===== src/hw/llr_mem_pkg.sv =====
package llr_mem_pkg;

  ////////////////////
  // sizes
  ////////////////////
  localparam int LLR_W        = 6;   // llr width, two's complement
  localparam int LLR_MAX      = 31;  // clip magnitude for channel llrs
  localparam int P            = 4;   // rows per cycle
  localparam int NB           = 6;   // circulant blocks per layer
  localparam int KB           = 4;   // systematic blocks, first KB banks
  localparam int WT           = 2;   // circulant weight
  localparam int SYM_PER_BANK = P * WT;   // symbols in one bank word
  localparam int SYM_PER_ROW  = NB * WT;  // symbols one row unit sees
  localparam int DEPTH        = 8;   // words per store
  localparam int ADDR_W       = 3;
  localparam int RD_LAT       = 3;   // read request to o_resp

  ////////////////////
  // vector types
  ////////////////////
  typedef logic signed [LLR_W-1:0]         llr_t;
  typedef logic [ADDR_W-1:0]               addr_t;
  typedef logic [SYM_PER_BANK*LLR_W-1:0]   bank_word_t;  // row j, weight k
  typedef logic [P*SYM_PER_ROW*LLR_W-1:0]  row_bus_t;    // row j, block i, weight k
  typedef logic [KB*SYM_PER_BANK-1:0]      hd_t;         // 1 = negative llr

  ////////////////////
  // request / response bundles
  ////////////////////
  typedef struct packed {
    logic     en;
    logic     layer;   // store picked by the layer that produced the data
    addr_t    addr;
    row_bus_t data;
  } wr_req_t;

  typedef struct packed {
    logic     en;
    addr_t    addr;
    row_bus_t data;    // raw channel llrs, clipped on the way in
  } load_req_t;

  typedef struct packed {
    logic  en;
    logic  layer;      // layer that will consume the data
    logic  unload;     // also return hard decisions
    addr_t addr;
  } rd_req_t;

  typedef struct packed {
    logic       en0;   // layer-0 result store
    logic       en1;   // layer-1 result store, also the load target
    addr_t      addr;
    bank_word_t data;
  } bank_wr_t;

  typedef struct packed {
    logic     valid;
    logic     hd_valid;
    row_bus_t data;
    hd_t      hd;
  } rd_resp_t;

endpackage


===== src/hw/llr_gather.sv =====
`timescale 1ns/1ps

module llr_gather (
  input  logic                    clk,
  input  logic                    rst,
  input  llr_mem_pkg::bank_word_t i_q0 [llr_mem_pkg::NB],
  input  llr_mem_pkg::bank_word_t i_q1 [llr_mem_pkg::NB],
  input  llr_mem_pkg::rd_req_t    i_rd,
  output llr_mem_pkg::rd_resp_t   o_resp
);
  import llr_mem_pkg::*;

  logic [1:0] en_pipe;       // [1] lines up with the bank outputs
  logic [1:0] layer_pipe;
  logic [1:0] unload_pipe;   // en and unload together
  bank_word_t sel [NB];      // layer mux result per bank
  row_bus_t   row_data;
  hd_t        hd_bits;

  ////////////////////
  // request flags, two stages like the banks
  ////////////////////
  always_ff @(posedge clk) begin
    if (rst) begin
      en_pipe     <= '0;
      layer_pipe  <= '0;
      unload_pipe <= '0;
    end else begin
      en_pipe     <= {en_pipe[0], i_rd.en};
      layer_pipe  <= {layer_pipe[0], i_rd.layer};
      unload_pipe <= {unload_pipe[0], i_rd.en & i_rd.unload};
    end
  end

  // layer 1 consumes the layer-0 store and vice versa
  always_comb begin
    for (int i = 0; i < NB; i++) begin
      sel[i] = layer_pipe[1] ? i_q0[i] : i_q1[i];
    end
  end

  // per circulant word -> row order
  always_comb begin
    row_data = '0;
    for (int j = 0; j < P; j++) begin
      for (int i = 0; i < NB; i++) begin
        for (int k = 0; k < WT; k++) begin
          row_data[((j*NB + i)*WT + k)*LLR_W +: LLR_W] = sel[i][(j*WT + k)*LLR_W +: LLR_W];
        end
      end
    end
  end

  // hard decisions, msb of each layer-1 llr, systematic banks only
  always_comb begin
    for (int b = 0; b < KB; b++) begin
      for (int s = 0; s < SYM_PER_BANK; s++) begin
        hd_bits[b*SYM_PER_BANK + s] = i_q1[b][s*LLR_W + LLR_W - 1];
      end
    end
  end

  ////////////////////
  // output register
  ////////////////////
  always_ff @(posedge clk) begin
    if (rst) begin
      o_resp <= '0;
    end else begin
      o_resp.valid    <= en_pipe[1];
      o_resp.hd_valid <= unload_pipe[1];
      if (en_pipe[1]) begin
        o_resp.data <= row_data;   // held between reads
      end
      if (unload_pipe[1]) begin
        o_resp.hd <= hd_bits;
      end
    end
  end

endmodule


===== config.mk =====
export PLATFORM = sky130hd
export DESIGN_NAME = llr_gather
export DESIGN_NICKNAME = d
export VERILOG_FILES = /design/src/hw/llr_mem_pkg.sv /design/src/hw/llr_gather.sv
export SDC_FILE = /design/constraint.sdc
export NUM_CORES = 1
export LEC_CHECK = 0
export ABC_CLOCK_PERIOD_IN_PS = 1500
export BUFFER_PORTS_ARGS = -buffer_cell sky130_fd_sc_hd__buf_2
export CAP_MARGIN = 20
export CELL_PAD_IN_SITES_DETAIL_PLACEMENT = 1
export CELL_PAD_IN_SITES_GLOBAL_PLACEMENT = 1
export CORE_AREA = 2 2 350 352
export DETAILED_ROUTE_END_ITERATION = 7
export DIE_AREA = 0 0 352 354
export PLACE_DENSITY = 0.47
export SYNTH_ARGS = -nofsm -noshare
export SYNTH_HDL_FRONTEND = slang
export SYNTH_SLANG_ARGS = --single-unit
export TNS_END_PERCENT = 10

===== constraint.sdc =====
create_clock -name clk -period 1.5 [get_ports clk]
set_clock_uncertainty 0.1 [all_clocks]
set_input_delay 0.3 -clock clk [delete_from_list [all_inputs] [get_ports clk]]
set_output_delay 0.3 -clock clk [all_outputs]
set_load 0.01 [all_outputs]

# Word level (Yosys, flattened, before mapping)

Index checks and enable logic that the tools add are counted.

Bitwise operators: 1
Mux-type cells: 6

Operators with widths:

| kind          | count |
|---|---|
| $mux W48      | 6 |
| $and A1 B1 Y1 | 1 |

Output and inout bits: 322
Word-level logic and storage cells: 14
Register bits after elaboration: 328

# Logic depth before layout (Yosys ltp)

Gate-level depths: netlist (run 1).

Word-level depth: 1
Mapped depth: 5
Mapped depth without buffers: 2

# Worst setup path before layout (run 1)

OpenSTA, ideal clock, no wires.

Path type: register to register
Start: register en_pipe[1]
End: register o_resp[205] (netlist bit)
Cell stages (with the launch flop): 5
Setup slack: 0.214 ns
Data required time: 1.263 ns
Library setup time: 0.137 ns
Arrival: 1.048 ns
Path through: dfxtp_1 buf_4 clkbuf_1 clkbuf_1 a211oi_1

RTL lines:

| what                   | line             | RTL |
|---|---|---|
| start, declared        | llr_gather.sv:13 | `logic [1:0] en_pipe;` |
| start signal, assigned | llr_gather.sv:29 | `en_pipe <= {en_pipe[0], i_rd.en};` |
| end, declared          | llr_gather.sv:9  | `output llr_mem_pkg::rd_resp_t o_resp` |

No word-level cell between the ends.

# Final worst setup path (run 1)

Start: register layer_pipe[1]
End: register o_resp[232] (netlist bit)

Word-level cells in the longest chain between the ends: 1

Ends and longest elaborated chain:

| what                   | line             | RTL |
|---|---|---|
| start, declared        | llr_gather.sv:14 | `logic [1:0] layer_pipe;` |
| start signal, assigned | llr_gather.sv:30 | `layer_pipe <= {layer_pipe[0], i_rd.layer};` |
| $mux W48               | llr_gather.sv:38 | `sel[i] = layer_pipe[1] ? i_q0[i] : i_q1[i];` |

No other way between the ends.
A chain may end at the register's enable or synchronous reset.

==> results.md, run 1 <==
* Failing checks: negative setup slack
* Final setup viols at 4
* Crit share post-route at 1.01
* Final Non-Filler Cells at 4516
* Seq/Total Area, Yosys at 0.469
* H-Tree Depth at 2
* Synth Instances at 1400
* Tmin final at 1.51 ns
* Die area at 125000 um2
* DRC marker count from the first detailed-route iteration at between 500 and 600
* Pins over their slew limit at 0
* Worst path required time at 1.86 ns
* Root Driver: clkbuf_16
* TritonCTS buffer count at 44
* Least-Margin Pin Slew at 0.420 ns
* Synth-to-layout area growth at 118%
* CP arrival at 1.87 ns
* DRT antenna net count at 0
* Yosys warns at 0
* Hold Vio Cnt, Final at 0
* Hpwl dp at roughly 54000 um
* Syn_nets at 1984
* IO Port Bufs at 902
* Clock latency on the worst-skew pair at about 0.59 ns
* Crit-path max cell delay at 0.37 ns
* Core area at 121000 um2
* CP Capture Type: register
* Fmax achieved at around 660 MHz
* IO Count at 906
* Post-placement cell count at 3889
* GP Congestion at 0.805
* Std cell rows at around 130
* Syn_area_per_cell at 10.0 um2
* Most numerous cell in the Yosys netlist: dfxtp_1
* DRT Pass-1 Iters at 5
* Outcome: finished with violations
* Synth top cells by count: 328 x dfxtp_1, 320 x mux2i_1, 320 x nor2_1
* Peak VDD IR at 0.630 mV
* Drt wl/cell at 17.4 um
* Die span in x at 352 um
* Register bit total from synthesis at 328
* Post-synth EDFFs at 0
* Share of layout cells above drive strength 1 at 0.499
* Vias in the first global route at 18494
* Hold crit path type: in -> reg
* RSZ-0062 raised after global routing: true
* Die Y at 354 um
* CTS Sinks at 328
* Crit-path cells: buf_12 -> buf_16 -> buf_12 -> mux2i_1 -> a211oi_2
* Final wirelength at 78600 um
* Initial antenna violation count at 4
* Largest net degree at the start of global routing at 64
* Layout Cell Area excl Fill at between 30000 and 40000 um2
* CP max FO at 12
* CTS Buffer Depth at 3
* CTS clk-pin slew, worst paths at 0.06 ns
* Startpoint types: register
* Synthesized area at 14000 um2
* MaxCap Viol Count at 0
* Primary FF master, synth: dfxtp_1
* Via density at 3.66
* Synth unique cells at 12
* Async set-reset flop share out of synthesis at 0
* Routed vias at 16512
* First-pass GRT wire length at 116000 um
* GR Util All Layers at 0.121
* Dominant cells by area after synthesis: dfxtp_1 47%, mux2i_1 23%, a211oi_1 15%
* DRC violations left at 0
* Top cell type's share of synthesized area at 0.469
* Fin worst setup slack at -0.0120 ns
* Crit-path slowest cell: dfxtp_4
* Rel. slew slack at 0.719
* Critical path type: reg -> reg
* Static Leak at 12.2 nW
* Most used cell, CP: buf_12
* Total gr overflow at 0
* CTS tree: done
* PwrDens at between 800 and 900 nW/um2
* Initial Utilization at 0.116
* Nets@finish at about 3400
* Placed cell areas at 20800 um2
* Largest area contributor in the netlist: dfxtp_1
-- per-stage QoR --
| stage | utilization | hold slack (ns) | TNS [ns] | total power, W | setup slack [ns] |
|---|---|---|---|---|---|
| 2_1_floorplan | - | 0.314 | 0 | 0.0111 | 0.214 |
| 3_3_place_gp | 0.172 | 0.315 | -0.0194 | 0.0131 | -0.0164 |
| 3_5_place_dp | 0.172 | 0.328 | -0.0843 | 0.0131 | -0.0247 |
| 4_1_cts | 0.249 | 0.0000932 | -2.03 | 0.0269 | -0.0590 |
| 5_1_grt | 0.252 | 0.00292 | -3.62 | 0.0279 | -0.0895 |
| 6_report | 0.252 | 0.0345 | -0.0302 | 0.0266 | -0.0120 |
-- per-layer routing --
layer,global-route usage,wire length [um]
met5,0,23
met4,0.0450,2760
met3,0.0315,4710
met2,0.219,40500
met1,0.135,30500
-- placed cells by master (no fill, tap or decap) --
cell / n
buf_6: 311
clkinv_4: 1
nor2b_1: 7
a211oi_1: 276
buf_16: 6
mux2i_2: 25
buf_8: 2
buf_12: 20
diode_2: 1
and2_1: 1
clkbuf_16: 46
bufinv_16: 8
dfxtp_4: 22
dfxtp_1: 5
dlygate4sd3_1: 541
buf_2: 595
mux2i_1: 291
a211oi_2: 12
buf_4: 72
clkinvlp_4: 2
clkbuf_8: 8
nor2_1: 320
mux2i_4: 4
dfxtp_2: 301
inv_6: 2
clkinv_2: 6
clkbuf_1: 6
-- critical path: cells and delay by family, from the launching register on --
kind / cells / cell delay (ns)
muxes: 1 / 0.26
AOI/OAI and AO/OA: 1 / 0.10
buffers and inverters: 3 / 0.50
DFF: 1 / 0.37
-- area by class of cell --
class | instances | area [um2]
Clock inverter | 19 | 312
Fill cell | 13952 | 90400
Timing Repair Buffer | 1547 | 13000
Sequential cell | 328 | 7030
Clock buffer | 60 | 1280
Tap cell | 1625 | 2030
Antenna cell | 1 | 2.50
Multi-Input combinational cell | 936 | 6820
-- power breakdown --
part / leakage, nW / internal [W] / total (W) / switching (W)
sequential: 2.83 / 0.00922 / 0.00956 / 0.000341
combinational: 8.64 / 0.00307 / 0.00528 / 0.00221
clock: 0.781 / 0.00736 / 0.0117 / 0.00438
total: 12.2 / 0.0196 / 0.0266 / 0.00693
-- final timing paths --
kind | from | end | slack, ns | cells past startpoint
setup reg to reg | layer_pipe[1]$_SDFF_PP0_ | o_resp[232]$_SDFFE_PP0P_ | -0.01 | 5
setup / recovery | layer_pipe[1]$_SDFF_PP0_ | o_resp[232]$_SDFFE_PP0P_ | -0.01 | 5
hold reg to reg | en_pipe[0]$_SDFF_PP0_ | en_pipe[1]$_SDFF_PP0_ | 0.32 | 1
hold / removal | i_q1[15] | o_resp[167]$_SDFFE_PP0P_ | 0.03 | 3
-- registers in the layout (all words and copies together), names as in the netlist --
name	cells
unload_pipe	2
layer_pipe	2
en_pipe	2
o_resp	322
-- cell families (layout without fill, tap and decap cells) --
logic type / after synthesis / after routing / share of synthesized area
muxes: 320 / 320 / 0.229
DFF: 328 / 328 / 0.469
other: 0 / 1 / 0
buffers and inverters: 136 / 1626 / 0.0582
and+or+nand+nor: 328 / 328 / 0.0894
AOI/OAI and AO/OA: 288 / 288 / 0.154
-- timing repair --
item	in CTS	in global routing
pin swaps	0	4
setup endpoints to repair	332	258
gates resized for setup	727	78
endpoints found under the hold margin	309	2
hold buffers	537	4
setup buffers	1	5
Note: power is estimated with default switching activity, not from simulation.
==> inputs of run 2 (changes only) <==
Settings changed: ABC_AREA set to 1, CORE_AREA 2 2 350 352 to 2 2 348 350, DIE_AREA 0 0 352 354 to 0 0 350 352, GPL_TIMING_DRIVEN set to 0, PLACE_DENSITY 0.47 to 0.53.
==> results.md, run 2 <==
* Final setup viols at 8
* Worst path required time at ~1.9 ns
* Primary FF master, synth: dfxtp_1
* DRT met1 WL at ~45000 um
* CTS Sinks at 328
* Gate power share at 0.222
* Final Non-Filler Cells at 5829
* Static Leak at ~16 nW
* Top cell type's share of synthesized area at 0.412
* RR Endpoint: o_resp[141]$_SDFFE_PP0P_
* Drt wl/cell at 18.8 um
* Total gr overflow at 0
* PwrDens at 790 nW/um2
* Pins over their slew limit at 0
* DRT Pass-1 Iters at 5
* Rel. slew slack at 0.666
* Worst R2R Setup Slack at -0.05 ns
* Clock latency on the worst-skew pair at 0.59 ns
* Hold Path Sink: o_resp[140]$_SDFFE_PP0P_
* DRC marker count from the first detailed-route iteration at ~990
* CTS clk-pin slew, worst paths at 0.06 ns
* Seq/Total Area, Yosys at 0.412
* Hold Vio Cnt, Final at 0
* Synth top cells by count: 936 x nor2_1, 577 x nand2_1, 328 x dfxtp_1
* CP max FO at 10
* Peak VDD IR at 0.495 mV
* Hold path depth at 5
* Setup_tns at -0.0874 ns
* Post-placement cell count at roughly 5100
* Most numerous cell in the Yosys netlist: nor2_1
* Tmin final at 1.55 ns
* Largest net degree at the start of global routing at 11
* DRT antenna net count at 0
* Hold crit path type: in -> reg
* IO Count at a little over 900
* Metal2 WL at 53600 um
* CP arrival at 1.92 ns
* Placed cell areas at 22500 um2
* Die Y at 352 um
* RSZ-0062 raised after global routing: true
* Number of flip-flops in the largest register at approximately 320
* Syn_nets at 3211
* Most frequent cells in the layout: 886 x nor2_1, 667 x buf_2, 580 x dlygate4sd3_1
* Startpoint types: register
* Synth unique cells at 12
* Root Driver: clkbuf_16
* Worst r2r path cells at 7
* Sequential share of power at 0.366
* Core area at about 120000 um2
* Post-synth EDFFs at 0
* H-Tree Depth at 2
* HP Start: i_q0[108]
* Clock Power Share at 0.412
* Least-Margin Pin Slew at between 0.5 and 0.6 ns
* Dominant cells by area after synthesis: dfxtp_1 41%, nor2_1 22%, nand2_1 14%
* Wire length on met3 at 5940 um
* Crit share post-route at 1.03
* Via density at 3.83
* Final wirelength at 110000 um
* Vias in the first global route at 24272
* DRC violations left at 0
* Die area at 123000 um2
* Switching share of total power at 0.284
* Routed vias at 22315
* TritonCTS buffer count at between 40 and 50
* GP Congestion at 0.857
* IO Port Bufs at between 900 and 1000
* CTS Buffer Depth at 3
* Synthesized area at 15900 um2
* Sw power at 0.00741 W
* Layout Cell Area excl Fill at 33000 um2
* Std cell rows at around 130
* Initial antenna violation count at 11
* Initial Utilization at 0.134
* GR Util All Layers at 0.170
* Final hold slack at 0.0221 ns
* Synth Instances at 2627
* Async set-reset flop share out of synthesis at 0
* Most common cell after layout, fill and taps aside: nor2_1
* Yosys warns at 0
* Register bit total from synthesis at 328
* Die span in x at around 350 um
* Share of layout cells above drive strength 1 at 0.360
* MaxCap Viol Count at 0
* R2R Path Start: en_pipe[1]$_SDFF_PP0_
* P_int at approximately 0.019 W
* Nets@finish at around 4800
* Critical path type: reg -> reg
* Max Used Layer: met4
* Syn_area_per_cell at 6.07 um2
* Top reg by flops: o_resp
* Largest area contributor in the netlist: dfxtp_1
* Synth-to-layout area growth at 107%
* Hpwl dp at 81700 um
* CTS tree: done
* CP Capture Type: register
* Outcome: finished with violations
* Failing checks: negative setup slack
* Fmax achieved at 647 MHz
* First-pass GRT wire length at 156000 um
* Fin worst setup slack at -0.0461 ns
[run 2: critical path, stage by stage, from the launching register on]
cell	delay (ns)
dfxtp_2	0.34
buf_12	0.16
buf_16	0.18
buf_16	0.17
buf_12	0.15
nand2_4	0.06
nor2_4	0.18
nor2_1	0.06
[run 2: how the worst max path moves through the flow]
stage | startpoint | endpoint | slack (ns) | cells past startpoint
floorplan | en_pipe[1]$_SDFF_PP0_ | o_resp[157]$_SDFFE_PP0P_ | 0.28 | 7
global placement | unload_pipe[1]$_SDFF_PP0_ | o_resp[9]$_SDFFE_PP0P_ | -1.05 | 4
detailed placement | layer_pipe[1]$_SDFF_PP0_ | o_resp[141]$_SDFFE_PP0P_ | -0.63 | 6
CTS | o_resp[7]$_SDFFE_PP0P_ | o_resp[7] | -0.07 | 1
global route | en_pipe[1]$_SDFF_PP0_ | o_resp[228]$_SDFFE_PP0P_ | -0.08 | 7
finish | en_pipe[1]$_SDFF_PP0_ | o_resp[141]$_SDFFE_PP0P_ | -0.05 | 7
[run 2: what timing repair did]
item	4_1_cts	5_1_grt
setup buffers	4	0
endpoints found under the setup margin	617	391
hold endpoints to repair	328	1
cloned	2	5
pin swaps	1	4
hold buffers	579	1
gates resized for setup	835	193
[run 2: cell type report]
type	count	area [um2]
buffer	170	1690
timing repair buffer	1495	12300
clock inverter	9	95.1
sequential	328	6970
inverter	296	1110
multi-input combinational	1833	7490
tap	1612	2020
clock buffer	67	1320
fill	14767	86300
antenna	19	47.5
[run 2: layer usage]
metal  global-route usage  vias to the layer above
met5                    0                        -
met4               0.0722                        0
met3               0.0380                      198
met2                0.301                      699
met1                0.195                    10477
li1                     -                    10941
[run 2: power by group through the flow]
| stage | clock, W | sequential, W | combinational, W |
|---|---|---|---|
| 6_report | 0.0107 | 0.00955 | 0.00580 |
| 5_1_grt | 0.0115 | 0.00960 | 0.00631 |
| 4_1_cts | 0.0112 | 0.00953 | 0.00567 |
| 3_5_place_dp | 0 | 0.00957 | 0.00385 |
| 3_3_place_gp | 0 | 0.00955 | 0.00383 |
| 2_1_floorplan | 0 | 0.00976 | 0.00144 |
[run 2: through the flow]
| stage | utilization | total power, W | worst slack, ns |
|---|---|---|---|
| after global routing | 0.276 | 0.0274 | -0.0811 |
| after floorplan | - | 0.0112 | 0.281 |
| after CTS | 0.271 | 0.0264 | -0.0717 |
| after detailed placement | 0.189 | 0.0134 | -0.633 |
| final | 0.277 | 0.0261 | -0.0461 |
| after global placement | 0.188 | 0.0134 | -1.05 |
[run 2: logic make-up (layout without fill, tap and decap cells)]
kind of cell | count (synthesis) | after routing | share of synthesized area
flops | 328 | 328 | 0.412
simple gates | 1513 | 1513 | 0.356
buf+inv | 466 | 2037 | 0.131
compound gates | 320 | 320 | 0.100
other cells | 0 | 19 | 0
