--- config.mk ---
export PLATFORM = sky130hd
export DESIGN_NAME = llr_circ_bank
export DESIGN_NICKNAME = d
export VERILOG_FILES = /design/src/hw/llr_mem_pkg.sv /design/src/hw/llr_circ_bank.sv
export SDC_FILE = /design/constraint.sdc
export NUM_CORES = 1
export LEC_CHECK = 0
export ABC_AREA = 1
export BUFFER_PORTS_ARGS = -buffer_cell sky130_fd_sc_hd__buf_2
export CAP_MARGIN = 20
export CORE_UTILIZATION = 50
export CTS_CLUSTER_SIZE = 16
export DETAILED_ROUTE_END_ITERATION = 16
export PLACE_DENSITY_LB_ADDON = 0.2
export SLEW_MARGIN = 20
export SYNTH_ARGS = -nofsm -noshare
export SYNTH_HDL_FRONTEND = slang
export SYNTH_SLANG_ARGS = --single-unit
export TNS_END_PERCENT = 20
--- constraint.sdc ---
create_clock -name clk -period 3.3 [get_ports clk]
set_input_delay 0.165 -clock clk [delete_from_list [all_inputs] [get_ports clk]]
set_output_delay 0.165 -clock clk [all_outputs]
set_load 0.01 [all_outputs]
--- src/hw/llr_mem_pkg.sv ---
package llr_mem_pkg;

  ////////////////////
  // sizes
  ////////////////////
  localparam int LLR_W        = 6;   // llr width, two's complement
  localparam int LLR_MAX      = 31;  // clip magnitude for channel llrs
  localparam int P            = 4;   // rows per cycle
  localparam int NB           = 6;   // circulant blocks per layer
  localparam int KB           = 4;   // systematic blocks, first KB banks
  localparam int WT           = 2;   // circulant weight
  localparam int SYM_PER_BANK = P * WT;   // symbols in one bank word
  localparam int SYM_PER_ROW  = NB * WT;  // symbols one row unit sees
  localparam int DEPTH        = 8;   // words per store
  localparam int ADDR_W       = 3;
  localparam int RD_LAT       = 3;   // read request to o_resp

  ////////////////////
  // vector types
  ////////////////////
  typedef logic signed [LLR_W-1:0]         llr_t;
  typedef logic [ADDR_W-1:0]               addr_t;
  typedef logic [SYM_PER_BANK*LLR_W-1:0]   bank_word_t;  // row j, weight k
  typedef logic [P*SYM_PER_ROW*LLR_W-1:0]  row_bus_t;    // row j, block i, weight k
  typedef logic [KB*SYM_PER_BANK-1:0]      hd_t;         // 1 = negative llr

  ////////////////////
  // request / response bundles
  ////////////////////
  typedef struct packed {
    logic     en;
    logic     layer;   // store picked by the layer that produced the data
    addr_t    addr;
    row_bus_t data;
  } wr_req_t;

  typedef struct packed {
    logic     en;
    addr_t    addr;
    row_bus_t data;    // raw channel llrs, clipped on the way in
  } load_req_t;

  typedef struct packed {
    logic  en;
    logic  layer;      // layer that will consume the data
    logic  unload;     // also return hard decisions
    addr_t addr;
  } rd_req_t;

  typedef struct packed {
    logic       en0;   // layer-0 result store
    logic       en1;   // layer-1 result store, also the load target
    addr_t      addr;
    bank_word_t data;
  } bank_wr_t;

  typedef struct packed {
    logic     valid;
    logic     hd_valid;
    row_bus_t data;
    hd_t      hd;
  } rd_resp_t;

endpackage

--- src/hw/llr_circ_bank.sv ---
`timescale 1ns/1ps

module llr_circ_bank #(
  parameter int ROT = 0   // layer-1 read pattern, symbols
) (
  input  logic                    clk,
  input  logic                    rst,
  input  llr_mem_pkg::bank_wr_t   i_wr,
  input  llr_mem_pkg::addr_t      i_rd_addr,
  input  logic                    i_rd_en,
  output llr_mem_pkg::bank_word_t o_q0,
  output llr_mem_pkg::bank_word_t o_q1
);
  import llr_mem_pkg::*;

  bank_word_t mem0 [DEPTH];   // layer-0 results, read back in layer-1 pattern
  bank_word_t mem1 [DEPTH];   // layer-1 results and channel loads
  bank_word_t rd0;            // stage 1
  bank_word_t rd1;
  bank_word_t rot0;           // rd0 rotated, comb
  logic       rd_vld;         // stage 1 holds a fresh read

  ////////////////////
  // store writes
  ////////////////////
  always_ff @(posedge clk) begin
    if (i_wr.en0) begin
      mem0[i_wr.addr] <= i_wr.data;
    end
    if (i_wr.en1) begin
      mem1[i_wr.addr] <= i_wr.data;   // write or load, scatter already muxed
    end
  end

  ////////////////////
  // stage 1, registered read of both stores
  ////////////////////
  always_ff @(posedge clk) begin
    if (i_rd_en) begin
      rd0 <= mem0[i_rd_addr];  // old data on same-cycle write
      rd1 <= mem1[i_rd_addr];
    end
  end

  always_ff @(posedge clk) begin
    if (rst) begin
      rd_vld <= 1'b0;
    end else begin
      rd_vld <= i_rd_en;
    end
  end

  // out symbol s <- in symbol (s + ROT) mod 8
  always_comb begin
    for (int s = 0; s < SYM_PER_BANK; s++) begin
      rot0[s*LLR_W +: LLR_W] = rd0[((s + ROT) % SYM_PER_BANK)*LLR_W +: LLR_W];
    end
  end

  ////////////////////
  // stage 2
  ////////////////////
  // layer-0 path rotated, layer-1 path only delayed to match
  always_ff @(posedge clk) begin
    if (rd_vld) begin
      o_q0 <= rot0;
      o_q1 <= rd1;
    end
  end

endmodule

# == After elaboration in Yosys (flattened, before gate mapping) ==
# Memories as Yosys holds them, arrays and structs flattened. A register that Yosys moved wholly into a read port is not among the register bits.
# Cells that the tools add are included.
# totals
n_memories,2
register_bits,97
ramBits,768
word_cells,9
in_bits,59
# op_classes
n_mux,4
# memory_table
memory,words,word_bits,rd,rd_clocked_by_memory_dff,wr,line,rtl
mem0,8,48,1,1,1,llr_circ_bank.sv:16,bank_word_t mem0 [DEPTH];
mem1,8,48,1,1,1,llr_circ_bank.sv:17,bank_word_t mem1 [DEPTH];
# op_table
op,count
two-way mux 1 bit,4

# == Depth between registers and ports, before layout ==
# Gate-level depths: netlist of the first run.
# depth
word_depth,2
mapped_depth,9

# == Least setup slack after synthesis of the first run ==
# No wires, ideal clock.
# synth_timing
kind,reg2reg
start,reg rd_vld
end,"reg o_q0[0], enable pin"
stages_incl_launch_ff,1
t_required_ps,2837
slack_ps,465
n_path_buf,0
arrival_ps,2372
cell_sequence,dfxtp_1
# synth_rtl
element,line,rtl
start: declaration,llr_circ_bank.sv:21,logic rd_vld;
start signal: assignment,llr_circ_bank.sv:49,rd_vld <= i_rd_en;
end signal: assignment,llr_circ_bank.sv:66,o_q0 <= rot0;
end: declaration,llr_circ_bank.sv:11,"output llr_mem_pkg::bank_word_t o_q0,"
# No word-level cell between the ends.

==> metrics.yaml, run 1 <==
route:
  first_pass_iters: 5
  wl_per_cell_microns: 18.08
  vias_per_cell: 4.879
  vias: 23750
  drc_errors: 0
  routed_wl_microns: 88000
  drtAntennaViolNets: 0
  drt_iter0_markers: 2085
synthesis:
  synthTopCellsByArea: "edfxtp_1, nand2_1, inv_1"
  synth_most_common_cell: "nand2_1"
  ys.warnings.count: 0
  syn_nets: 3602
  synth.avg_cell_area_sq_um: 11.14
  ys_seq_elements: 961
  synthFlopType: "edfxtp_1"
  synth_common_cells: "nand2_1, edfxtp_1, inv_1, nand3_1, buf_2"
  async_flop_share_pct: 0
  synthCells: 3543
  yosysSeqAreaShare_pct: 73.09
  syn_area_sq_um: 39470
  synth_top_area_share_pct: 73.04
  ys_types: 13
  synth_edf_count: 960
  synth_top_cell_by_area: "edfxtp_1"
sta:
  fin_setup_tns_ps: 0
  finalHoldViolCount: 0
  min_period_over_period_pct: 46.61
  max_slew_margin_pct: 32.13
  final-setup-viol-count: 0
  period_needed_ps: 1538
  slew_violations: 0
  layout_setup_ws_ps: 1762
  tightestPinTransition_ps: 1018
  max_freq_mhz: 650.2
  rsz0062_at_grt: "no"
  finClkSkew_ps: 23.33
power_and_ir_drop:
  power_uw: 26380
  p_leak_uw: 0.01980
  p_per_area_nw_per_um2: 587.5
  peakVddDrop_v: 0.0003586
finish:
  nNetsFinal: 3806
  layout-drive-gt1-share_pct: 9.409
  fin_area_sq_um: 44900
  stdcell_count: 4867
  fill_cells: 6304
  synthToLayoutAreaGrowth_pct: 13.77
die:
  fp.coreArea_sq_um: 77720
  row_count: 102
  die_h_microns: 283.0
  initial_utilization_pct: 50.78
  dieArea_sq_um: 80060
  num_io_pins: 155
  die_w_microns: 283.0
clocking:
  htreeDepth: 3
  cts_tree: "done"
  clock_tree.root_cell: "clkbuf_16"
  cts_buffers: 97
  path_clk_slew_ps: 60
  clockBufferDepth: 3
  cts.sinks: 961
  post_cts_buffers: 0
  insertion_delay_ps: 660
flow_run:
  cap_violations: 0
placed_design:
  placed_cell_area_sq_um: 41300
  dp.cells: 4639
  place_hpwl_microns: 44460
  globalplace.congestion: 0.7490
  io_buffers: 154
  pre_cts_ws_ps: 1143
critical_path:
  cp-end-kind: "flip-flop"
  r2r_cells: 1
  crit_path_top_delay_cell: "clkinv_8"
  crit_fanout: 127
  crit_required_ps: 3810
  rrSetupSlack_ps: 1770
  crit_top_cell: "nand2_1"
  crit_path_max_incr_delay_ps: 500
  r2r_start: "rd_vld"
  crit_arrival_ps: 2050
  crit_chain: "buf_8 > clkinv_8 > buf_12 > nand2_1 > nand3_1 > nand2_1 > nand2_1 > nand2_1"
  worstSetupStartpointType: "input pin"
  r2r_end: "o_q1[5]"
  crit_type: "in2reg"
grt:
  grt_pass1_wl_microns: 135300
  grt_use_total_pct: 22.21
  grt_max_degree: 153
  antenna_found_initial: 4
  grt_overflow: 0
  grt_pass1_vias: 22800
status:
  status: "finished, final reports clean"
min_path:
  hp-class: "in2reg"
  whs_path_depth: 6
  hp-start: "i_rd_addr[0]"
  min_to: "rd0[12]"
## routing by layer
| layer | part of all wire [%] | track usage (%) |
|---|---|---|
| met1 | 45 | 31.03 |
| met5 | 0.015 | 0 |
| met4 | 1.7 | 6.046 |
| met3 | 5.9 | 2.955 |
| met2 | 47 | 36.67 |
## what timing repair did
item                                   CTS  global route
gates resized for setup                  0             0
endpoints found under the hold margin  769             0
hold buffers                            49             0
## metrics by stage
step | hold slack, ps | util (%)
CTS | 105.1 | 57.77
global route | 140.4 | 57.77
detailed placement | 316.6 | 53.14
global placement | 314.0 | 53.14
floorplan | 236.2 | -
finish | 123.2 | 57.77
## layout make-up
type / count / area [sq um] / share of cell area, %
antenna: 1 / 2.502 / 0.005573
clock buffer: 117 / 2630 / 5.857
clock inverter: 61 / 478.0 / 1.064
inverter: 777 / 2937 / 6.540
multi-input combinational: 1657 / 6830 / 15.21
sequential: 961 / 28850 / 64.26
tap: 1040 / 1301 / 2.898
timing repair buffer: 253 / 1871 / 4.166
## report_power, final
part	leakage (uW)	total [uW]	switching [uW]	internal [uW]
clock	0.00152	10700	4520	6200
combinational	0.00944	1530	1090	442
sequential	0.00885	14100	149	14000
total	0.0198	26400	5770	20600
## worst max path at each step
stage | start | end | slack, ps | depth (start not counted)
finish | i_rd_addr[0] | rd1[28] | 1760 | 8
global route | i_rd_addr[0] | rd1[27] | 1670 | 8
floorplan | rd_vld | o_q0[0] | 460 | 0
global placement | i_rd_addr[1] | rd1[24] | 1190 | 7
detailed placement | i_rd_addr[1] | rd1[24] | 1140 | 7
CTS | rd_vld | o_q0[3] | 1720 | 1
## critical path: cells and delay by family
kind | cells | cell delay (ps)
buffers and inverters | 3 | 1200
AND/OR/NAND/NOR | 5 | 460
## registers in the layout, summed over array words and instances, names as in the netlist
signal,flops
o_q0,48
rd_vld,1
mem1,384
rd1,48
mem0,384
rd0,48
o_q1,48
## placed cells by master (no fill, tap or decap)
cell and instances:
bufinv_16 7, nand2_1 1248, inv_1 774, clkinv_1 28
clkinv_2 16, clkinv_8 1, nor2_1 1, buf_6 1
clkbuf_1 14, nand3_1 392, clkinvlp_4 4, inv_6 2
buf_12 17, diode_2 1, edfxtp_1 960, clkinv_4 5
buf_8 1, clkbuf_16 103, nor2_4 16, dlygate4sd3_1 49
inv_4 1, buf_4 35, buf_2 150, dfxtp_4 1
## logic make-up after synthesis
group | Yosys count | share of synthesized area, %
buf+inv | 925 | 9.904
simple gates | 1657 | 17.00
flops | 961 | 73.09
No activity file was read; power rests on OpenSTA's default activity.
==> run 2: changes to the inputs <==
Clock period 3.3 ns to 1.3 ns, I/O delays scaled along.
==> run 2 against run 1 <==
Register-to-register slack got worse by 1600 ps. Core utilization rose by 2.5 points. Global-route usage rose by 0.24 points. Worst setup slack got worse by 1700 ps. Cell count rose by 2.3%. Clock-buffer cell count fell by 2. Clock power rose to 2.6 times the previous value. Hold slack got worse by 47 ps. Clock skew fell by 3.4 ps. Final area rose by 4.3%. Largest cell class unchanged. Highest routed layer is now met4.
==> metrics.yaml, run 2 (same netlist as run 1, synthesis figures left out) <==
finish:
  fin_area_sq_um: 46840  # +4.3%
  fin_util_pct: 60.26  # +2.5 points
  fill_cells: 6155  # -2.4%
  largestRegisters: "mem0: 384 flops, mem1: 384 flops"
  seq_area_sq_um: 28850  # unchanged
  layout_commonest_cell: "nand2_1"
  antennaDiodeCount: 0  # -1
  nNetsFinal: 3918  # +2.9%
  stdcell_count: 4980  # +2.3%
  synthToLayoutAreaGrowth_pct: 18.68
  layout_common_cells: "nand2_1, edfxtp_1, inv_1"
  multi_input_area_sq_um: 6868  # +0.55%
  layout-drive-gt1-share_pct: 12.13  # +2.7 points
sta:
  rsz0062_at_grt: "yes"
  period_needed_ps: 1279
  max_freq_mhz: 782.1
  final-setup-viol-count: 0  # unchanged
  tightestPinTransition_ps: 491.1  # -526.8 ps
  finClkSkew_ps: 19.98  # -3.350 ps
  slew_violations: 0  # unchanged
  min_period_over_period_pct: 98.36
  finalHoldViolCount: 0  # unchanged
  fin_hold_ws_ps: 76.40  # -46.84 ps
  max_slew_margin_pct: 67.26  # +35 points
grt:
  grt_max_degree: 73  # -52%
  grt_use_total_pct: 22.45  # +0.24 points
  grt_pass1_vias: 23030  # +1.0%
  antenna_found_initial: 0  # -4
  grt_overflow: 0  # unchanged
  grt_pass1_wl_microns: 136800  # +1.1%
critical_path:
  path_buf_inv: 1  # -2
  crit_path_max_incr_delay_ps: 420  # -80 ps
  crit_chain: "buf_6"
  crit_required_ps: 1240  # -2570 ps
  cp-end-kind: "output port"
  crit_arrival_ps: 1210  # -840 ps
  crit_fanout: 1  # -99%
  worstSetupStartpointType: "flip-flop"
  critPathTopFamily: "flip-flops"
  crit_type: "reg2out"
  crit_path_top_delay_cell: "edfxtp_1"
power_and_ir_drop:
  comb_power_share_pct: 6.8  # +1.0 points
  power_switching_uw: 15050  # +160%
  peakVddDrop_v: 0.001197  # +230%
  p_leak_uw: 0.02070  # +4.5%
  p_seq_share_pct: 52.5  # -1.0 points
  p_per_area_nw_per_um2: 1456  # +150%
  swShare_pct: 22.08  # +0.23 points
  power_uw: 68180  # +160%
  p_int_uw: 53120  # +160%
  clkPwrFrac_pct: 40.8  # about the same
status:
  status: "finished, final reports clean"
route:
  wl_per_cell_microns: 18.10  # about the same
  vias_per_cell: 4.852  # -0.56%
  routed_wl_microns: 90120  # +2.4%
  vias: 24160  # +1.8%
  drc_errors: 0  # unchanged
  drt_iter0_markers: 1893  # -9.2%
  drtAntennaViolNets: 0  # unchanged
  first_pass_iters: 5  # unchanged
die:
  num_io_pins: 155  # unchanged
  die_h_microns: 283.0  # unchanged
  dieArea_sq_um: 80060  # unchanged
  fp.coreArea_sq_um: 77720  # unchanged
  initial_utilization_pct: 50.78  # unchanged
  die_w_microns: 283.0  # unchanged
  row_count: 102  # unchanged
clocking:
  clockBufferDepth: 3  # unchanged
  cts_buffers: 99  # +2.1%
  clock_tree.root_cell: "clkbuf_16"
  cts_tree: "done"
  htreeDepth: 3  # unchanged
  cts.sinks: 961  # unchanged
  insertion_delay_ps: 660  # about the same
  path_clk_slew_ps: 60  # about the same
placed_design:
  dp.cells: 4742  # +2.2%
  globalplace.congestion: 0.7576  # +1.1%
  placed_cell_area_sq_um: 43010  # +4.1%
  io_buffers: 154  # unchanged
  place_hpwl_microns: 51050  # +15%
min_path:
  hp-class: "in2reg"
flow_run:
  cap_violations: 0  # unchanged
run 2: stage by stage:
stage | setup TNS [ps] | setup slack, ps
after detailed placement | -30530 | -98.39
after CTS | -26.38 | -24.00
after global routing | -17.93 | -12.31
final | 0 | 21.33
after global placement | -25920 | -98.32
after floorplan | -167280 | -214.3
run 2: layer usage:
metal  track usage [%]  vias up  wire [microns]
li1                  -    11840               -
met1             31.88    11520           40360
met2             36.25      667           42630
met3             2.947      131            5188
met4             6.726        0            1939
met5                 0        -               0
run 2: power groups by stage:
stage          clock (uW)  sequential [uW]  combinational (uW)
2_1_floorplan           0            36400                2290
3_3_place_gp            0            36400                4400
3_5_place_dp            0            36400                4440
4_1_cts             28300            35800                4600
5_1_grt             29400            35900                5120
6_report            27800            35800                4620
run 2: final timing paths:
| kind | start | end | slack, ps | cells past startpoint |
|---|---|---|---|---|
| max | o_q1[6] | o_q1[6] | 20 | 1 |
| min | i_rd_addr[2] | rd0[22] | 80 | 4 |
| max reg2reg | mem0[5][16] | rd0[16] | 220 | 6 |
| min reg2reg | rd0[18] | o_q0[18] | 410 | 0 |
run 2: timing repair:
item                                    4_1_cts  5_1_grt
hold buffers                                 51        0
cloned                                        0        3
gates resized for setup                       0       10
endpoints found under the setup margin        2        7
endpoints found under the hold margin       827        0
buffers inserted                              0        2
run 2: cell type report:
class	count	area share, %
Tap cell	1040	2.778
Sequential cell	961	61.60
Multi-Input combinational cell	1657	14.66
Inverter	777	6.299
Clock buffer	115	5.463
Clock inverter	67	1.290
Timing Repair Buffer	363	7.910
==> run 3: changes to the inputs <==
Settings changed: CELL_PAD_IN_SITES_DETAIL_PLACEMENT set to 1, CELL_PAD_IN_SITES_GLOBAL_PLACEMENT set to 1, CORE_UTILIZATION 50 to 45.
==> run 3 against run 2 <==
The run now ends with setup timing left. Core utilization fell by 6.2 points. Register-to-register slack got worse by 100 ps. Highest routed layer is now met5. Sequential power barely moved. Cell count rose by 2.2%. Via count rose by 4.8%. Wire length rose by 17%. Combinational power rose by 2%. Critical path depth did not move. Global-route usage rose by 1.5 points. Hold slack improved by 18 ps. Sequential cell count did not move. Largest cell class unchanged. Clock skew rose by 11 ps.
==> metrics.yaml, run 3 (same netlist as run 1, synthesis figures left out) <==
finish:
  stdcell_count: 5088  # +2.2%
  fin_util_pct: 54.11  # -6.2 points
  layout_common_cells: "nand2_1, edfxtp_1, inv_1"
  layout_commonest_cell: "nand2_1"
  synthToLayoutAreaGrowth_pct: 18.93
  largestRegisters: "mem0: 384 flops, mem1: 384 flops"
  layout-drive-gt1-share_pct: 11.80  # -0.33 points
  nNetsFinal: 3903  # -0.38%
sta:
  rsz0062_at_grt: "yes"
  finalHoldViolCount: 0  # unchanged
  tightestPinTransition_ps: 472.9  # -18.21 ps
  fin_hold_ws_ps: 94.07  # +17.67 ps
  max_freq_mhz: 761.6  # -2.6%
  max_slew_margin_pct: 68.47  # +1.2 points
  slew_violations: 0  # unchanged
  min_period_over_period_pct: 101.0  # +2.6 points
  fin_setup_tns_ps: -13.00  # -13.00 ps
  finClkSkew_ps: 30.72  # +10.75 ps
  layout_setup_ws_ps: -13.00  # -34.34 ps
  final-setup-viol-count: 1  # +1
  period_needed_ps: 1313  # +34.34 ps
critical_path:
  crit_required_ps: 1240  # about the same
  cp-end-kind: "output port"
  crit_fanout: 1  # unchanged
  crit_type: "reg2out"
  worstSetupStartpointType: "flip-flop"
  critPathTopFamily: "flip-flops"
  crit_path_top_delay_cell: "edfxtp_1"
  crit_chain: "buf_2"
  crit_path_max_incr_delay_ps: 410  # about the same
  path_buf_inv: 1  # unchanged
  crit_arrival_ps: 1250  # +40 ps
clocking:
  clockBufferDepth: 3  # unchanged
  insertion_delay_ps: 680  # +20 ps
  htreeDepth: 3  # unchanged
  cts_tree: "done"
  cts.sinks: 961  # unchanged
  cts_buffers: 101  # +2.0%
  path_clk_slew_ps: 60  # about the same
  clock_tree.root_cell: "clkbuf_16"
die:
  die_h_microns: 298.1  # +5.4%
  num_io_pins: 155  # unchanged
  dieArea_sq_um: 88890  # +11%
  fp.coreArea_sq_um: 86750  # +12%
  row_count: 108  # +5.9%
  die_w_microns: 298.1  # +5.4%
  initial_utilization_pct: 45.49  # -5.3 points
placed_design:
  place_hpwl_microns: 63150  # +24%
  io_buffers: 154  # unchanged
  globalplace.congestion: 0.7522  # -0.71%
  dp.cells: 4844  # +2.2%
  pre_cts_ws_ps: -145.5  # -47.12 ps
route:
  wl_per_cell_microns: 20.72  # +14%
  drc_errors: 0  # unchanged
  drtAntennaViolNets: 0  # unchanged
  vias: 25310  # +4.8%
  drt_iter0_markers: 1643  # -13%
  first_pass_iters: 5  # unchanged
  vias_per_cell: 4.974  # +2.5%
  routed_wl_microns: 105400  # +17%
grt:
  grt_max_degree: 65  # -11%
  grt_overflow: 0  # unchanged
  grt_pass1_vias: 27030  # +17%
  antenna_found_initial: 4  # +4
  grt_use_total_pct: 23.96  # +1.5 points
  grt_pass1_wl_microns: 160800  # +18%
power_and_ir_drop:
  p_per_area_nw_per_um2: 1485  # +2.0%
  p_leak_uw: 0.02065  # -0.23%
  peakVddDrop_v: 0.001143  # -4.5%
status:
  violations: "setup timing"
  status: "finished, violations left"
flow_run:
  cap_violations: 0  # unchanged
min_path:
  hp-class: "in2reg"
## run 3: changes by cell type in the layout (fill, tap and decap cells not counted), sizes merged
cell         delta
bufinv          +3
diode           +2
clkinvlp        -2
dlygate4sd3     +1
clkbuf          +8
buf            -15
clkinv          -5
inv             +1
## run 3: worst paths after layout
kind	from	end	slack, ps	depth (start not counted)
setup reg to reg	mem0[5][26]	rd0[26]	120	6
setup / recovery	o_q1[13]	o_q1[13]	-10	1
hold / removal	i_rd_addr[1]	rd1[1]	90	6
hold reg to reg	rd1[38]	o_q1[38]	420	0
## run 3: report_power, final
group / internal, uW / switching (uW)
registers: 35500 / 355
clock network: 16900 / 12200
logic: 1540 / 3180
total: 53900 / 15800
## run 3: metal layers
metal | GRT usage (%) | vias up | part of all wire [%]
met5 | 0 | - | 0.019
met4 | 7.131 | 4 | 2.4
met3 | 3.165 | 172 | 4.1
met2 | 41.43 | 525 | 50
met1 | 31.48 | 12800 | 43
li1 | - | 11810 | -
## run 3: area by class of cell
| cell class | instances | area, sq um |
|---|---|---|
| multi-input combinational | 1657 | 6865 |
| clock inverter | 64 | 686.9 |
| antenna | 2 | 5.005 |
| clock buffer | 126 | 2621 |
| inverter | 777 | 2937 |
| fill | 9162 | 39810 |
| sequential | 961 | 28850 |
| tap | 1155 | 1445 |
| timing repair buffer | 346 | 3527 |
## run 3: timing repair
item                                   in CTS  in global routing
buffers inserted                            0                  0
hold buffers                               52                  0
gates resized for setup                     0                  0
endpoints found under the hold margin     829                  0
setup endpoints to repair                   6                  9
## run 3: worst reg2reg max path, cell delays in order (launching register included)
cell and delay [ps]:
edfxtp_1 370, inv_1 70, nand2_1 70, nand3_1 130, nand2_1 90, nand2_1 70, nand2_1 110
## run 3: through the flow
| step | power, uW | instance area (sq um) |
|---|---|---|
| after floorplan | 38740 | 39630 |
| after global placement | 40910 | 43110 |
| after detailed placement | 41090 | 43110 |
| after CTS | 70280 | 46930 |
| after global routing | 71820 | 46940 |
| final | 69700 | 46940 |
